[src/rtl/uart_cfg.svh]
`ifndef UART_CFG_SVH
`define UART_CFG_SVH

// FIFO depths in entries
`define UART_TX_DEPTH 16
`define UART_RX_DEPTH 16

// APB address bus
// Upper bits must be zero, low two bits ignored
`define UART_ADDR_WIDTH 12

// APB data bus
`define UART_DATA_WIDTH 32

`endif

[src/rtl/uart_pkg.sv]
package uart_pkg;

	// One character on the line
	typedef logic [7:0] uart_byte_t;

	// RX FIFO entry
	// Bit 8 is the framing error, bits 7 to 0 the byte
	typedef struct packed {
		logic       framing_error;
		uart_byte_t data;
	} rx_entry_t;

	// Register index, taken from paddr bits 3 to 2
	typedef enum logic [1:0] {
		// TX full, RX ready, overrun
		reg_status  = 2'd0,
		// Bit period minus one
		reg_clk_div = 2'd1,
		// Write only, pushes the TX FIFO
		reg_tx_data = 2'd2,
		// Read only, pops the RX FIFO
		reg_rx_data = 2'd3
	} reg_index_t;

endpackage

[src/rtl/apb_uart.sv]
`include "uart_cfg.svh"

module apb_uart (
	input  logic                        apb,
	input  logic                        rst,
	input  logic                        psel,
	input  logic                        penable,
	input  logic                        pwrite,
	input  logic [`UART_ADDR_WIDTH-1:0] paddr,
	input  logic [`UART_DATA_WIDTH-1:0] pwdata,
	output logic [`UART_DATA_WIDTH-1:0] prdata,
	output logic                        pready,
	output logic                        pslverr,
	input  logic                        rx,
	output logic                        tx
);

	import uart_pkg::*;

	logic [15:0] clk_div;
	logic        overrun;
	logic        addr_ok;
	reg_index_t  reg_sel;
	logic        access;

	// TX side
	logic       tx_wr;
	logic       tx_rd;
	uart_byte_t tx_dout;
	logic       tx_empty;
	logic       tx_full;
	logic       tx_busy;
	logic       tx_start;
	logic       tx_done;

	// RX side
	logic      rx_valid;
	rx_entry_t rx_entry;
	logic      rx_rd;
	rx_entry_t rx_dout;
	logic      rx_empty;
	logic      rx_full;
	logic      rx_empty_q;

	////////////////////
	// Address decode

	// Only the four words at the bottom are mapped
	assign addr_ok = paddr[`UART_ADDR_WIDTH-1:4] == '0;
	assign reg_sel = reg_index_t'(paddr[3:2]);

	// First access cycle, before the wait state ends
	assign access = psel && penable && !pready;

	// One wait state on every transfer
	always_ff @(posedge apb) begin
		if (rst)
			pready <= 1'b0;
		else
			pready <= access;
	end

	////////////////////
	// Transmit path

	// Writes land on the pready cycle
	assign tx_wr = pready && pwrite && addr_ok && (reg_sel == reg_tx_data);

	uart_fifo #(
		.payload_t(uart_byte_t),
		.DEPTH(`UART_TX_DEPTH)
	) tx_fifo (
		.apb(apb),
		.rst(rst),
		.wr(tx_wr),
		.din(pwdata[7:0]),
		.rd(tx_rd),
		.dout(tx_dout),
		.empty(tx_empty),
		.full(tx_full)
	);

	// Drain one byte whenever the serializer is free
	assign tx_rd = !tx_busy && !tx_empty;

	// Start one cycle after the pop, once dout holds the byte
	always_ff @(posedge apb) begin
		if (rst) begin
			tx_busy  <= 1'b0;
			tx_start <= 1'b0;
		end else begin
			tx_start <= tx_rd;
			if (tx_done)
				tx_busy <= 1'b0;
			if (tx_rd)
				tx_busy <= 1'b1;
		end
	end

	uart_tx u_tx (
		.apb(apb),
		.rst(rst),
		.clk_div(clk_div),
		.start(tx_start),
		.data(tx_dout),
		.tx(tx),
		.done(tx_done)
	);

	////////////////////
	// Receive path

	uart_rx u_rx (
		.apb(apb),
		.rst(rst),
		.clk_div(clk_div),
		.rx(rx),
		.valid(rx_valid),
		.entry(rx_entry)
	);

	// Pop in the first access cycle, entry shows at pready
	assign rx_rd = access && !pwrite && addr_ok && (reg_sel == reg_rx_data);

	uart_fifo #(
		.payload_t(rx_entry_t),
		.DEPTH(`UART_RX_DEPTH)
	) rx_fifo (
		.apb(apb),
		.rst(rst),
		.wr(rx_valid),
		.din(rx_entry),
		.rd(rx_rd),
		.dout(rx_dout),
		.empty(rx_empty),
		.full(rx_full)
	);

	////////////////////
	// Control registers

	always_ff @(posedge apb) begin
		if (rst) begin
			clk_div    <= '0;
			overrun    <= 1'b0;
			rx_empty_q <= 1'b0;
		end else begin
			// Empty as seen when the pop was tried
			rx_empty_q <= rx_empty;
			if (pready && pwrite && addr_ok && reg_sel == reg_clk_div)
				clk_div <= pwdata[15:0];
			// STATUS read clears, a new drop in the same cycle wins
			if (pready && !pwrite && addr_ok && reg_sel == reg_status)
				overrun <= 1'b0;
			if (rx_valid && rx_full)
				overrun <= 1'b1;
		end
	end

	////////////////////
	// Read data and errors

	// Both stay zero outside the pready cycle
	always_comb begin
		prdata  = '0;
		pslverr = 1'b0;
		if (pready) begin
			if (!addr_ok) begin
				pslverr = 1'b1;
			end else if (pwrite) begin
				case (reg_sel)
					reg_status:  pslverr = 1'b1;
					reg_rx_data: pslverr = 1'b1;
					// Byte refused when the FIFO is full
					reg_tx_data: pslverr = tx_full;
					default:     pslverr = 1'b0;
				endcase
			end else begin
				case (reg_sel)
					reg_status:  prdata = {29'b0, overrun, !rx_empty, tx_full};
					reg_clk_div: prdata = {16'b0, clk_div};
					reg_tx_data: pslverr = 1'b1;
					default: begin
						pslverr = rx_empty_q;
						if (!rx_empty_q)
							prdata = {{(`UART_DATA_WIDTH - $bits(rx_entry_t)){1'b0}}, rx_dout};
					end
				endcase
			end
		end
	end

endmodule

[src/rtl/uart_fifo.sv]
module uart_fifo #(
	parameter type payload_t = logic [7:0],
	parameter int DEPTH = 16
) (
	input  logic     apb,
	input  logic     rst,
	input  logic     wr,
	input  payload_t din,
	input  logic     rd,
	output payload_t dout,
	output logic     empty,
	output logic     full
);

	localparam int PTR_W = (DEPTH > 1) ? $clog2(DEPTH) : 1;
	localparam int CNT_W = $clog2(DEPTH + 1);

	payload_t         mem [DEPTH];
	logic [PTR_W-1:0] wr_ptr;
	logic [PTR_W-1:0] rd_ptr;
	logic [CNT_W-1:0] count;
	logic             push;
	logic             pop;

	// Flags straight off the occupancy counter
	assign empty = count == '0;
	assign full  = count == CNT_W'(DEPTH);

	// Requests past the limits are dropped
	assign push = wr && !full;
	assign pop  = rd && !empty;

	// Wrap at DEPTH, which need not be a power of two
	function automatic logic [PTR_W-1:0] ptr_next(input logic [PTR_W-1:0] ptr);
		logic [PTR_W-1:0] nxt;
		nxt = ptr + 1'b1;
		if (ptr == PTR_W'(DEPTH - 1))
			nxt = '0;
		return nxt;
	endfunction

	always_ff @(posedge apb) begin
		if (rst) begin
			wr_ptr <= '0;
			rd_ptr <= '0;
			count  <= '0;
		end else begin
			if (push)
				wr_ptr <= ptr_next(wr_ptr);
			if (pop)
				rd_ptr <= ptr_next(rd_ptr);
			// Push and pop together keep the count
			if (push && !pop)
				count <= count + 1'b1;
			else if (pop && !push)
				count <= count - 1'b1;
		end
	end

	// Storage and output register
	// dout holds the last popped entry until the next pop
	always_ff @(posedge apb) begin
		if (push)
			mem[wr_ptr] <= din;
		if (pop)
			dout <= mem[rd_ptr];
	end

endmodule

[src/rtl/uart_rx.sv]
module uart_rx (
	input  logic                apb,
	input  logic                rst,
	input  logic [15:0]         clk_div,
	input  logic                rx,
	output logic                valid,
	output uart_pkg::rx_entry_t entry
);

	import uart_pkg::*;

	typedef enum logic [1:0] {
		st_idle,
		st_start,
		st_data,
		st_stop
	} rx_state_t;

	logic        rx_meta;
	logic        rx_sync;
	logic        rx_prev;
	rx_state_t   state;
	logic [15:0] cnt;
	logic [2:0]  bit_idx;
	uart_byte_t  shreg;
	logic        sample;

	// Half a period into the start bit, then one full period per bit
	assign sample = (state == st_start) ? (cnt == (clk_div >> 1)) : (cnt == clk_div);

	////////////////////
	// Input synchronizer

	// Preset high so reset does not look like a falling edge
	always_ff @(posedge apb) begin
		if (rst) begin
			rx_meta <= 1'b1;
			rx_sync <= 1'b1;
			rx_prev <= 1'b1;
		end else begin
			rx_meta <= rx;
			rx_sync <= rx_meta;
			rx_prev <= rx_sync;
		end
	end

	////////////////////
	// Frame FSM

	always_ff @(posedge apb) begin
		if (rst) begin
			state   <= st_idle;
			cnt     <= '0;
			bit_idx <= '0;
			valid   <= 1'b0;
		end else begin
			valid <= 1'b0;
			if (state == st_idle) begin
				cnt <= '0;
				// Falling edge marks a start bit
				if (rx_prev && !rx_sync)
					state <= st_start;
			end else if (!sample) begin
				cnt <= cnt + 1'b1;
			end else begin
				cnt <= '0;
				case (state)
					// High at mid start bit means a glitch
					st_start: begin
						state   <= rx_sync ? st_idle : st_data;
						bit_idx <= '0;
					end
					st_data: begin
						bit_idx <= bit_idx + 1'b1;
						if (bit_idx == 3'd7)
							state <= st_stop;
					end
					// Entry is out the cycle after mid stop bit
					default: begin
						state <= st_idle;
						valid <= 1'b1;
					end
				endcase
			end
		end
	end

	// Data shifts in from the top, LSB first
	always_ff @(posedge apb) begin
		if (state == st_data && sample)
			shreg <= {rx_sync, shreg[7:1]};
		// Low stop bit flags a framing error
		if (state == st_stop && sample)
			entry <= '{framing_error: !rx_sync, data: shreg};
	end

endmodule

[src/rtl/uart_tx.sv]
module uart_tx (
	input  logic                apb,
	input  logic                rst,
	input  logic [15:0]         clk_div,
	input  logic                start,
	input  uart_pkg::uart_byte_t data,
	output logic                tx,
	output logic                done
);

	import uart_pkg::*;

	logic       busy;
	logic [15:0] cnt;
	logic [3:0] bit_idx;
	uart_byte_t shreg;
	logic       bit_end;

	// Last cycle of the current bit
	assign bit_end = cnt == clk_div;

	// Index 9 is the stop bit
	assign done = busy && bit_end && (bit_idx == 4'd9);

	////////////////////
	// Bit timing and line

	always_ff @(posedge apb) begin
		if (rst) begin
			busy    <= 1'b0;
			tx      <= 1'b1;
			cnt     <= '0;
			bit_idx <= '0;
		end else if (!busy) begin
			tx <= 1'b1;
			// Start bit goes out on the next cycle
			if (start) begin
				busy    <= 1'b1;
				tx      <= 1'b0;
				cnt     <= '0;
				bit_idx <= '0;
			end
		end else if (bit_end) begin
			cnt <= '0;
			if (bit_idx == 4'd9) begin
				busy <= 1'b0;
				tx   <= 1'b1;
			end else begin
				bit_idx <= bit_idx + 1'b1;
				// LSB first, the ones shifted in give the stop bit
				tx <= shreg[0];
			end
		end else begin
			cnt <= cnt + 1'b1;
		end
	end

	// Shift register, refilled with ones from the top
	always_ff @(posedge apb) begin
		if (!busy && start)
			shreg <= data;
		else if (busy && bit_end && bit_idx != 4'd9)
			shreg <= {1'b1, shreg[7:1]};
	end

endmodule

[config.mk]
export PLATFORM = sky130hd
export DESIGN_NAME = apb_uart
export DESIGN_NICKNAME = d
export VERILOG_FILES = /design/src/rtl/uart_pkg.sv /design/src/rtl/apb_uart.sv /design/src/rtl/uart_fifo.sv /design/src/rtl/uart_rx.sv /design/src/rtl/uart_tx.sv
export VERILOG_INCLUDE_DIRS = /design/src /design/src/rtl
export SDC_FILE = /design/constraint.sdc
export NUM_CORES = 1
export LEC_CHECK = 0
export ABC_AREA = 1
export ABC_CLOCK_PERIOD_IN_PS = 3400
export BUFFER_PORTS_ARGS = -buffer_cell sky130_fd_sc_hd__buf_2
export CORE_MARGIN = 3
export CORE_UTILIZATION = 55
export DETAILED_ROUTE_END_ITERATION = 12
export PLACE_DENSITY = 0.79
export REMOVE_ABC_BUFFERS = 1
export SLEW_MARGIN = 10
export SYNTH_ARGS = -nofsm -noshare
export SYNTH_HDL_FRONTEND = slang
export SYNTH_SLANG_ARGS = --single-unit
export TNS_END_PERCENT = 10
[constraint.sdc]
create_clock -name apb -period 3.4 [get_ports apb]
set_clock_uncertainty 0.1 [all_clocks]
set_input_delay 0.34 -clock apb [delete_from_list [all_inputs] [get_ports apb]]
set_output_delay 0.34 -clock apb [all_outputs]
set_load 0.01 [all_outputs]
== Yosys cells after proc, flatten, opt, wreduce, memory -nomap -nowiden ==
Memory sizes are Yosys's and may differ from the RTL's. A register that Yosys moved wholly into a read port is not among the register bits.
Cells that the tools add are included.

* Output and inout bits: 35
* Register bits: 119
* Memory bits (read-only): 0
* Memory bits (writable): 272
* Memories kept: 2
* Input port bits: 50
* Latch bits: 0

* Add/subtract/negate cells: 12
* Bitwise operators: 2
* Muxes and demuxes: 52
* Equality and inequality tests: 22
* Multipliers: 0
* Shifts and indexed selects: 0
* Order comparisons: 0
* Reductions and logical operators: 63
* Div/mod/pow operators: 0

{| class="wikitable"
|+ Memories
! memory !! words !! bits a word !! read ports !! clocked after memory_dff !! write ports !! line !! source
|-
| rx_fifo.mem || 16 || 9 || 1 || 1 || 1 || uart_fifo.sv:18 || <nowiki>payload_t mem [DEPTH];</nowiki>
|-
| tx_fifo.mem || 16 || 8 || 1 || 1 || 1 || uart_fifo.sv:18 ||
|}

{| class="wikitable"
|+ Operators with widths
! kind !! count
|-
| 2-to-1 mux 16 bit || 6
|-
| one-hot mux 16 bit (3 select lines) || 1
|-
| adder 16 x 1 -> 16 bit, second input constant || 2
|-
| == test 16 bit || 2
|-
| 2-to-1 mux 4 bit || 8
|-
| logical AND 1 bit || 29
|-
| 2-to-1 mux 1 bit || 21
|-
| adder 4 x 1 -> 4 bit, second input constant || 5
|-
| == test 4 bit, second input constant || 5
|-
| 2-to-1 mux 5 bit || 4
|-
| == test 16 x 15 -> 1 bit || 1
|-
| 2-to-1 mux 8 bit || 2
|-
| nonzero test 2 bit || 8
|-
| zero test 1 bit || 13
|-
| adder 5 x 1 -> 5 bit, second input constant || 2
|-
| == test 5 bit, second input constant || 2
|-
| zero test 5 bit || 2
|-
| 2-to-1 mux 2 bit || 5
|-
| subtractor 5 x 1 -> 5 bit, second input constant || 2
|-
| 2-to-1 mux 9 bit || 1
|-
| AND reduction 3 bit || 3
|-
| == test 2 bit, second input constant || 4
|-
| zero test 8 bit || 1
|-
| != test 2 bit, second input constant || 3
|-
| 12 further kinds || 19
|}

== Depth between registers and ports, before layout ==
Gate-level depths: netlist of the first run.

* Depth after elaboration: 9
* Mapped depth: 16
* Depth with buffers taken out: 16

== Cells and area by module ==
From an unflattened synthesis of the first run, not the netlist that was laid out.

* Cells, all modules: 2256
* Area total of the unflattened synthesis: 19551.3 sq um

{| class="wikitable"
|+ Modules (own cells, without submodules)
! module !! cells each !! instances !! sequential area each (sq um) !! area an instance (sq um)
|-
| uart_fifo (rx_fifo) || 735 || 1 || 4854.7 || 7307.0
|-
| uart_fifo (tx_fifo) || 670 || 1 || 4344.2 || 6580.1
|-
| uart_rx || 345 || 1 || 1011.0 || 2397.3
|-
| uart_tx || 301 || 1 || 680.7 || 1936.9
|-
| apb_uart || 205 || 1 || 420.4 || 1330.0
|}

== Least setup slack after synthesis of the first run ==
No wires, ideal clock.

* Path kind: input to register
* From: input port paddr[11]
* To: register rx_fifo.count[4]
* Slack: -0.116 ns
* Library setup time: 0.119 ns
* Stages on the path: 16
* Required time: 3.181 ns
* Arrival time: 3.297 ns
* Path through: nor2_1 > nand2_1 > nor2_2 > nand2_1 > nor4_1 > inv_1 > ha_1 > inv_1 > ha_1 > a21o_1 > a21oi_1 > nor2_1 > nor2_1 > nand2_1 > o21ai_0 > a21oi_1

* Longest elaborated chain between the ends: 7

{| class="wikitable"
|+ Ends and longest elaborated chain
! item !! line !! source
|-
| start, declared || apb_uart.sv:9 || <nowiki>input logic [`UART_ADDR_WIDTH-1:0] paddr,</nowiki>
|-
| zero test 8 bit * || apb_uart.sv:49 || <nowiki>assign addr_ok = paddr[`UART_ADDR_WIDTH-1:4] == '0;</nowiki>
|-
| logical AND 1 bit * (2 in series) || apb_uart.sv:123 || <nowiki>assign rx_rd = access && !pwrite && addr_ok && (reg_sel == reg_rx_data);</nowiki>
|-
| logical AND 1 bit * || uart_fifo.sv:31 || <nowiki>assign pop = rd && !empty;</nowiki>
|-
| net rx_fifo.pop || uart_fifo.sv:23 || <nowiki>logic pop;</nowiki>
|-
| zero test 1 bit || uart_fifo.sv:53 || <nowiki>if (push && !pop)</nowiki>
|-
| logical AND 1 bit || uart_fifo.sv:53 ||
|-
| 2-to-1 mux 5 bit or nonzero test 2 bit (tied branches) || -- ||
|-
| end signal, assigned || uart_fifo.sv:54 || <nowiki>count <= count + 1'b1;</nowiki>
|-
| end signal, assigned || uart_fifo.sv:56 || <nowiki>count <= count - 1'b1;</nowiki>
|-
| end, declared || uart_fifo.sv:21 || <nowiki>logic [CNT_W-1:0] count;</nowiki>
|}

Mark *: on every way through the listed nets, which the timed path passes. The rest lies on a longest branch.
A chain may end at the register's enable or synchronous reset.

== Worst setup path in the final report of the first run ==
* From: register rx_fifo.count[1]
* To: register rx_fifo.count[4]

* Longest elaborated chain between the ends: 6

{| class="wikitable"
|+ Ends and longest elaborated chain
! item !! line !! source
|-
| == test 5 bit * || uart_fifo.sv:27 || <nowiki>assign full = count == CNT_W'(DEPTH);</nowiki>
|-
| zero test 1 bit * || uart_fifo.sv:30 || <nowiki>assign push = wr && !full;</nowiki>
|-
| logical AND 1 bit * || uart_fifo.sv:30 ||
|-
| net rx_fifo.push || uart_fifo.sv:22 || <nowiki>logic push;</nowiki>
|-
| zero test 1 bit || uart_fifo.sv:55 || <nowiki>else if (pop && !push)</nowiki>
|-
| logical AND 1 bit || uart_fifo.sv:55 ||
|-
| nonzero test 2 bit (no line) || -- ||
|}

Mark *: on every way through the listed nets, which the timed path passes. The rest lies on a longest branch. The select of a mux whose other input is x is not followed.

==> flow_summary.ini, run 1 <==
[layout]
final_nets = 1838
area_growth_pct = 12.3
fill_cells = 2414
fin_area_sq_um = 19900
drive_above_1_share = 0.101

[yosys]
ys_top_cells_by_count = 314 x edfxtp_1, 282 x nand2_1, 268 x nor2_1
yosys_most_used_dff = edfxtp_1
synth_xor_area_frac = 0.0104
ys_ff_latch = 408
synth_fa_ha_area_frac = 0.0262
synthArstFlopShare = 0
yosys.area.top_type = edfxtp_1
synth.distinct_cells = 48
synth-edff-count = 314
synth_compound_area_frac = 0.0958
syn_inst = 1681
yosysSeqAreaShare = 0.637
ys_warn_count = 0
synth_top_area_frac = 0.531
avgSynthCellArea_sq_um = 10.6
synth_top_family_by_area = simple AND/OR/NAND/NOR gates
syn_area_sq_um = 17800
synth-simple-area-share = 0.166
yosysMostFrequentCell = edfxtp_1
synth_area_leaders = edfxtp_1 53%, dfxtp_1 11%, nand2_1 6.0%, nor2_1 5.7%, o21ai_0 3.2%
synth_mux_area_frac = 0.0163

[floorplanning]
fp.dieW_um = 186
rows = 65
fp.dieH_um = 186
core_area_sq_um = 31700
io_pins = 85
die_area_sq_um = 34500
initial_utilization = 0.560

[placed_design]
port_buffers = 50
gp_congestion = 0.880
post-place-ws_ns = 0.434
dpl.hpwl_um = 25000
post_dp_cell_area_sq_um = 18500

[pwr]
p_sw_frac = 0.275
clockPowerShare = 0.364
intPower_mw = 9.21
p_per_area_nw_per_um2 = 637
power_switching_mw = 3.49
combPwrFrac = 0.168
ir_worst_vdd_uv = 534
total_power_mw = 12.7
leakagePower_nw = 7.10
seq_power_share = 0.468

[timing]
fin_crit_sh = 0.815
rsz0062_at_grt = false
maxSlewViolCount = 0
setup_viol = 0
worstMarginPinSlew_ns = 0.954
whs_ns = 0.0239
fin_crit_ns = 2.77
fmax_mhz = 361
setup_tns_ns = 0
hold_viol = 0
relSlewSlack = 0.362
worst_slack_ns = 0.629

[detailed_routing]
dr.pass1.iters = 6
drt-initial-drc-count = 1224
wl_um = 38900
routed_via_density = 5.71
routedWlPerCell_um = 17.8
vias = 12500
ant_nets = 0
drc = 0

[clocking]
htree_levels = 2
clkTransAtPathRegs_ns = 0.06
clk_latency_ns = 0.55
cts_tree = done
clock_tree.buffer_depth = 3
cts_sinks = 408
cts-root-buf = clkbuf_16
cts_buffers = 42

[setup_path]
worstReg2RegEnd = rx_fifo.count[4]$_SDFFE_PP0P_
critical_path_class = reg -> reg
critPathLaunchType = flop
r2r_setup_slack_ns = 0.63
worstPathArrival_ns = 3.10
worst-path-max-fanout = 6
critPathRequiredTime_ns = 3.73
end_kind = flop
r2r-start = rx_fifo.count[1]$_SDFFE_PP0P_
rr_worst_depth = 16

[grt]
grt_max_degree = 76
grt_pass1_vias = 11800
grt.total_usage = 0.224
grt_pass1_wl_um = 61100
gr-total-overflow = 0
antenna_found_initial = 2

[run]
drv_cap = 0

[worst_hold_path]
hold_end = clk_div[8]$_SDFFE_PP0P_
hold_start = pwdata[8]
hold_depth = 3
hold_path.class = in -> reg

[status]
status = finished clean
-- area by class of cell --
type | count | area, sq um | area share
tap | 402 | 503 | 0.0252
clock buffer | 55 | 1150 | 0.0577
antenna | 2 | 5.00 | 0.000251
clock inverter | 22 | 241 | 0.0121
multi-input combinational | 1086 | 5650 | 0.283
inverter | 118 | 448 | 0.0225
sequential | 408 | 11300 | 0.567
timing repair buffer | 96 | 628 | 0.0315
-- registers in the layout, indices dropped and copies added, names as in the netlist, 5 cells and up --
name           flops
u_rx.shreg         8
u_rx.cnt          16
tx_fifo.mem      128
u_tx.cnt          16
rx_fifo.dout       9
u_tx.shreg         8
u_rx.entry         9
tx_fifo.dout       8
rx_fifo.count      5
rx_fifo.mem      144
tx_fifo.count      5
clk_div           16
-- metrics by stage --
step,utilization,std cells
floorplan,-,1612
global placement,0.582,2102
detailed placement,0.582,2102
CTS,0.629,2187
global route,0.629,2188
finish,0.629,2189
-- per-layer routing --
metal | vias to the layer above | GRT usage | share of wire
met1 | 5919 | 0.292 | 0.41
met5 | - | 0 | 0
met2 | 493 | 0.380 | 0.49
li1 | 5996 | - | -
met3 | 91 | 0.0356 | 0.066
met4 | 0 | 0.0894 | 0.037
-- placed cells by master, fill, tap and decap left out, types with 9 or more instances in the layout --
| cell type | synthesis | layout |
|---|---|---|
| a21oi_1 | 68 | 68 |
| buf_2 | 5 | 50 |
| buf_4 | 16 | 37 |
| clkbuf_1 | 50 | 9 |
| clkbuf_16 | 0 | 43 |
| clkinv_1 | 5 | 12 |
| conb_1 | 1 | 16 |
| dfxtp_1 | 94 | 90 |
| edfxtp_1 | 314 | 314 |
| ha_1 | 34 | 34 |
| inv_1 | 111 | 110 |
| mux2i_1 | 29 | 29 |
| nand2_1 | 282 | 282 |
| nand3_1 | 93 | 93 |
| nand4_1 | 10 | 10 |
| nor2_1 | 268 | 268 |
| nor2_2 | 10 | 10 |
| nor3_1 | 23 | 23 |
| o21ai_0 | 115 | 115 |
| o221ai_1 | 29 | 29 |
| o32ai_1 | 39 | 39 |
| xor2_1 | 17 | 17 |
-- logic make-up after synthesis --
group	after synthesis
DFF	408
and+or+nand+nor	707
muxes	29
other	1
buffers and inverters	202
xor gates and xnor gates	21
adders and majority gates	36
AOI/OAI and AO/OA	277
-- repair_timing --
| action | 4_1_cts | 5_1_grt |
|---|---|---|
| buffers inserted | 0 | 0 |
| hold buffers | 8 | 0 |
| resized for setup | 0 | 0 |
| endpoints found under the hold margin | 8 | 0 |
-- critical path, stage by stage (launching register included) --
cell	delay (ns)
dfxtp_1	0.40
nor2_1	0.07
nand3_1	0.11
inv_1	0.07
nand2_1	0.05
nand2_1	0.10
inv_1	0.22
ha_1	0.23
inv_1	0.11
fa_1	0.46
a21o_1	0.18
a21oi_1	0.16
nor2_1	0.06
nor2_1	0.08
nand2_1	0.07
o21ai_0	0.14
a21oi_1	0.05
-- how the worst max path moves through the flow --
stage               depth (start not counted)                       endpoint  slack (ns)                           start
global placement                           17  rx_fifo.count[4]$_SDFFE_PP0P_        0.51                       paddr[11]
detailed placement                         16  tx_fifo.count[4]$_SDFFE_PP0P_        0.43                       paddr[11]
global route                               16  rx_fifo.count[4]$_SDFFE_PP0P_        0.27   rx_fifo.count[1]$_SDFFE_PP0P_
CTS                                        16  rx_fifo.count[4]$_SDFFE_PP0P_        0.64   rx_fifo.count[1]$_SDFFE_PP0P_
finish                                     16  rx_fifo.count[4]$_SDFFE_PP0P_        0.63   rx_fifo.count[1]$_SDFFE_PP0P_
floorplan                                   5      rx_fifo.dout[0]$_DFFE_PP_       -0.67  rx_fifo.rd_ptr[0]$_SDFFE_PP0P_
-- power groups by stage --
| stage | Clock, mW | Sequential (mW) | Combinational (mW) |
|---|---|---|---|
| after floorplan | 0 | 6.09 | 1.35 |
| final | 4.62 | 5.94 | 2.13 |
| after CTS | 4.69 | 5.94 | 2.13 |
| after global placement | 0 | 6.02 | 2.02 |
| after global routing | 4.92 | 5.97 | 2.39 |
| after detailed placement | 0 | 6.04 | 2.10 |
No activity file was read; power rests on OpenSTA's default activity.
==> inputs of run 2 (changes only) <==
--- a/config.mk
+++ b/config.mk
@@ -7,12 +7,12 @@
 export NUM_CORES = 1
 export LEC_CHECK = 0
 export ABC_AREA = 1
-export ABC_CLOCK_PERIOD_IN_PS = 3400
+export ABC_CLOCK_PERIOD_IN_PS = 2750
 export BUFFER_PORTS_ARGS = -buffer_cell sky130_fd_sc_hd__buf_2
 export CORE_MARGIN = 3
-export CORE_UTILIZATION = 55
+export CORE_UTILIZATION = 60
 export DETAILED_ROUTE_END_ITERATION = 12
-export PLACE_DENSITY = 0.79
+export PLACE_DENSITY = 0.82
 export REMOVE_ABC_BUFFERS = 1
 export SLEW_MARGIN = 10
 export SYNTH_ARGS = -nofsm -noshare
==> constraint.sdc (replaced) <==
create_clock -name apb -period 2.75 [get_ports apb]
set_clock_uncertainty 0.1 [all_clocks]
set_input_delay 0.275 -clock apb [delete_from_list [all_inputs] [get_ports apb]]
set_output_delay 0.275 -clock apb [all_outputs]
set_load 0.01 [all_outputs]
==> flow_summary.ini, run 2 (same netlist as run 1, synthesis figures left out) <==
[grt]
grt_pass1_vias = 12100
grt_pass1_wl_um = 63500
grt_max_degree = 76
gr-total-overflow = 0
antenna_found_initial = 1
grt.total_usage = 0.255

[setup_path]
critPathMaxStageDelay_ns = 0.33
critPathLaunchType = flop
critical_path_class = reg -> out
rr_worst_depth = 14
slowest_stage = a21oi_1
critPathRequiredTime_ns = 2.38
cp_top_family = compound AO/OA/AOI/OAI gates
r2r_setup_slack_ns = 0.16
worstPathArrival_ns = 2.31
worst-path-max-fanout = 5
end_kind = output pin
cp_num_buf_inv = 2
r2r-start = tx_fifo.count[0]$_SDFFE_PP0P_
worstReg2RegEnd = tx_fifo.count[4]$_SDFFE_PP0P_
path_cells = inv_1 > nand4_1 > nor2_2 > nand2_1 > a21oi_1 > a21oi_1 > a21oi_1 > buf_2
crit_top_cell = a21oi_1

[layout]
utilization = 0.696
diodes = 0
final_common_cell = edfxtp_1
regMostFlops = rx_fifo.mem
stdcell_count = 2194
final_cell_mix = 314 x edfxtp_1, 282 x nand2_1, 266 x nor2_1
final_nets = 1865
drive_above_1_share = 0.118
area_growth_pct = 13.4
largest_reg_flops = 144
top_regs = rx_fifo.mem (144), tx_fifo.mem (128)

[clocking]
cts_buffers = 41
clk_latency_ns = 0.54
cts_setup_buffers = 0
cts_tree = done
clkTransAtPathRegs_ns = 0.06
clock_tree.buffer_depth = 3
cts_sinks = 408
cts-root-buf = clkbuf_16
htree_levels = 2

[run]
drv_cap = 0

[timing]
worst_slack_ns = 0.0698
relSlewSlack = 0.430
fin_crit_ns = 2.68
hold_viol = 0
maxSlewViolCount = 0
setup_viol = 0
worstMarginPinSlew_ns = 0.851
fmax_mhz = 373
rsz0062_at_grt = true
fin_crit_sh = 0.975
whs_ns = 0.0612

[worst_hold_path]
hold_end = tx_fifo.mem[7][2]$_DFFE_PP_
hold_start = pwdata[2]
hold_depth = 1
hold_path.class = in -> reg

[detailed_routing]
wl_met2_um = 20600
wl_um = 41000
wl_met1_um = 15900
maxUsedRoutingLayer = met5
routedWlPerCell_um = 18.7
drc = 0
dr.pass1.iters = 6
vias = 12900
ant_nets = 0
routed_via_density = 5.90
drt-initial-drc-count = 1463
dr_wl_met3_um = 3070

[floorplanning]
rows = 62
initial_utilization = 0.614
die_area_sq_um = 31700
fp.dieH_um = 178
io_pins = 85
core_area_sq_um = 28900
fp.dieW_um = 178

[placed_design]
port_buffers = 50
post-place-ws_ns = -0.0189
gp_congestion = 0.897
dpl.hpwl_um = 26000
post-place-cells = 2111

[pwr]
p_per_area_nw_per_um2 = 781
leakagePower_nw = 7.22
ir_worst_vdd_uv = 590

[status]
status = finished clean
run 2: cell count changes in the layout (fill, tap and decap cells not counted), moves of 3 or more:
cell      delta
buf_4       +23
clkbuf_1     -3
clkbuf_8     -3
buf_12       +4
clkinv_1     +3
dfxtp_1      -3
dfxtp_2      +3
run 2: cell type report:
class                           count  area, sq um
Clock buffer                       48         1070
Clock inverter                     26          262
Fill cell                        1937         8790
Inverter                          118          448
Multi-Input combinational cell   1086         5670
Sequential cell                   408        11300
Tap cell                          384          480
Timing Repair Buffer              124          891
run 2: what timing repair did:
action                                  4_1_cts  5_1_grt
resized for setup                             0       10
endpoints found under the setup margin        0        5
hold buffers                                  9        0
hold endpoints to repair                      9        0
run 2: power by group:
group	switching (mW)	internal [mW]
logic	1.87	0.965
clock network	2.31	3.20
registers	0.271	7.12
total	4.45	11.3
run 2: per-layer routing:
metal	track usage	vias up
met5	0	-
met1	0.325	6205
met4	0.0897	2
met3	0.0366	118
met2	0.446	587
li1	-	6034
run 2: how the worst max path moves through the flow:
stage                                   start                             to  cells after the start
6_report        tx_fifo.count[0]$_SDFFE_PP0P_                        pslverr                      8
4_1_cts         tx_fifo.count[0]$_SDFFE_PP0P_                        pslverr                      8
3_3_place_gp                        paddr[11]  rx_fifo.count[3]$_SDFFE_PP0P_                     17
3_5_place_dp                        paddr[11]  rx_fifo.count[3]$_SDFFE_PP0P_                     17
5_1_grt                     pready$_SDFF_PP0_  rx_fifo.count[3]$_SDFFE_PP0P_                     14
2_1_floorplan  rx_fifo.rd_ptr[0]$_SDFFE_PP0P_      rx_fifo.dout[0]$_DFFE_PP_                      5
run 2: through the flow:
stage          total power, mW  area (sq um)  setup TNS (ns)
5_1_grt                   16.3         20100         -0.0172
3_5_place_dp              10.2         18700         -0.0189
3_3_place_gp              10.0         18700               0
6_report                  15.7         20100               0
4_1_cts                   15.7         20100               0
2_1_floorplan             9.20         17400          -19.65
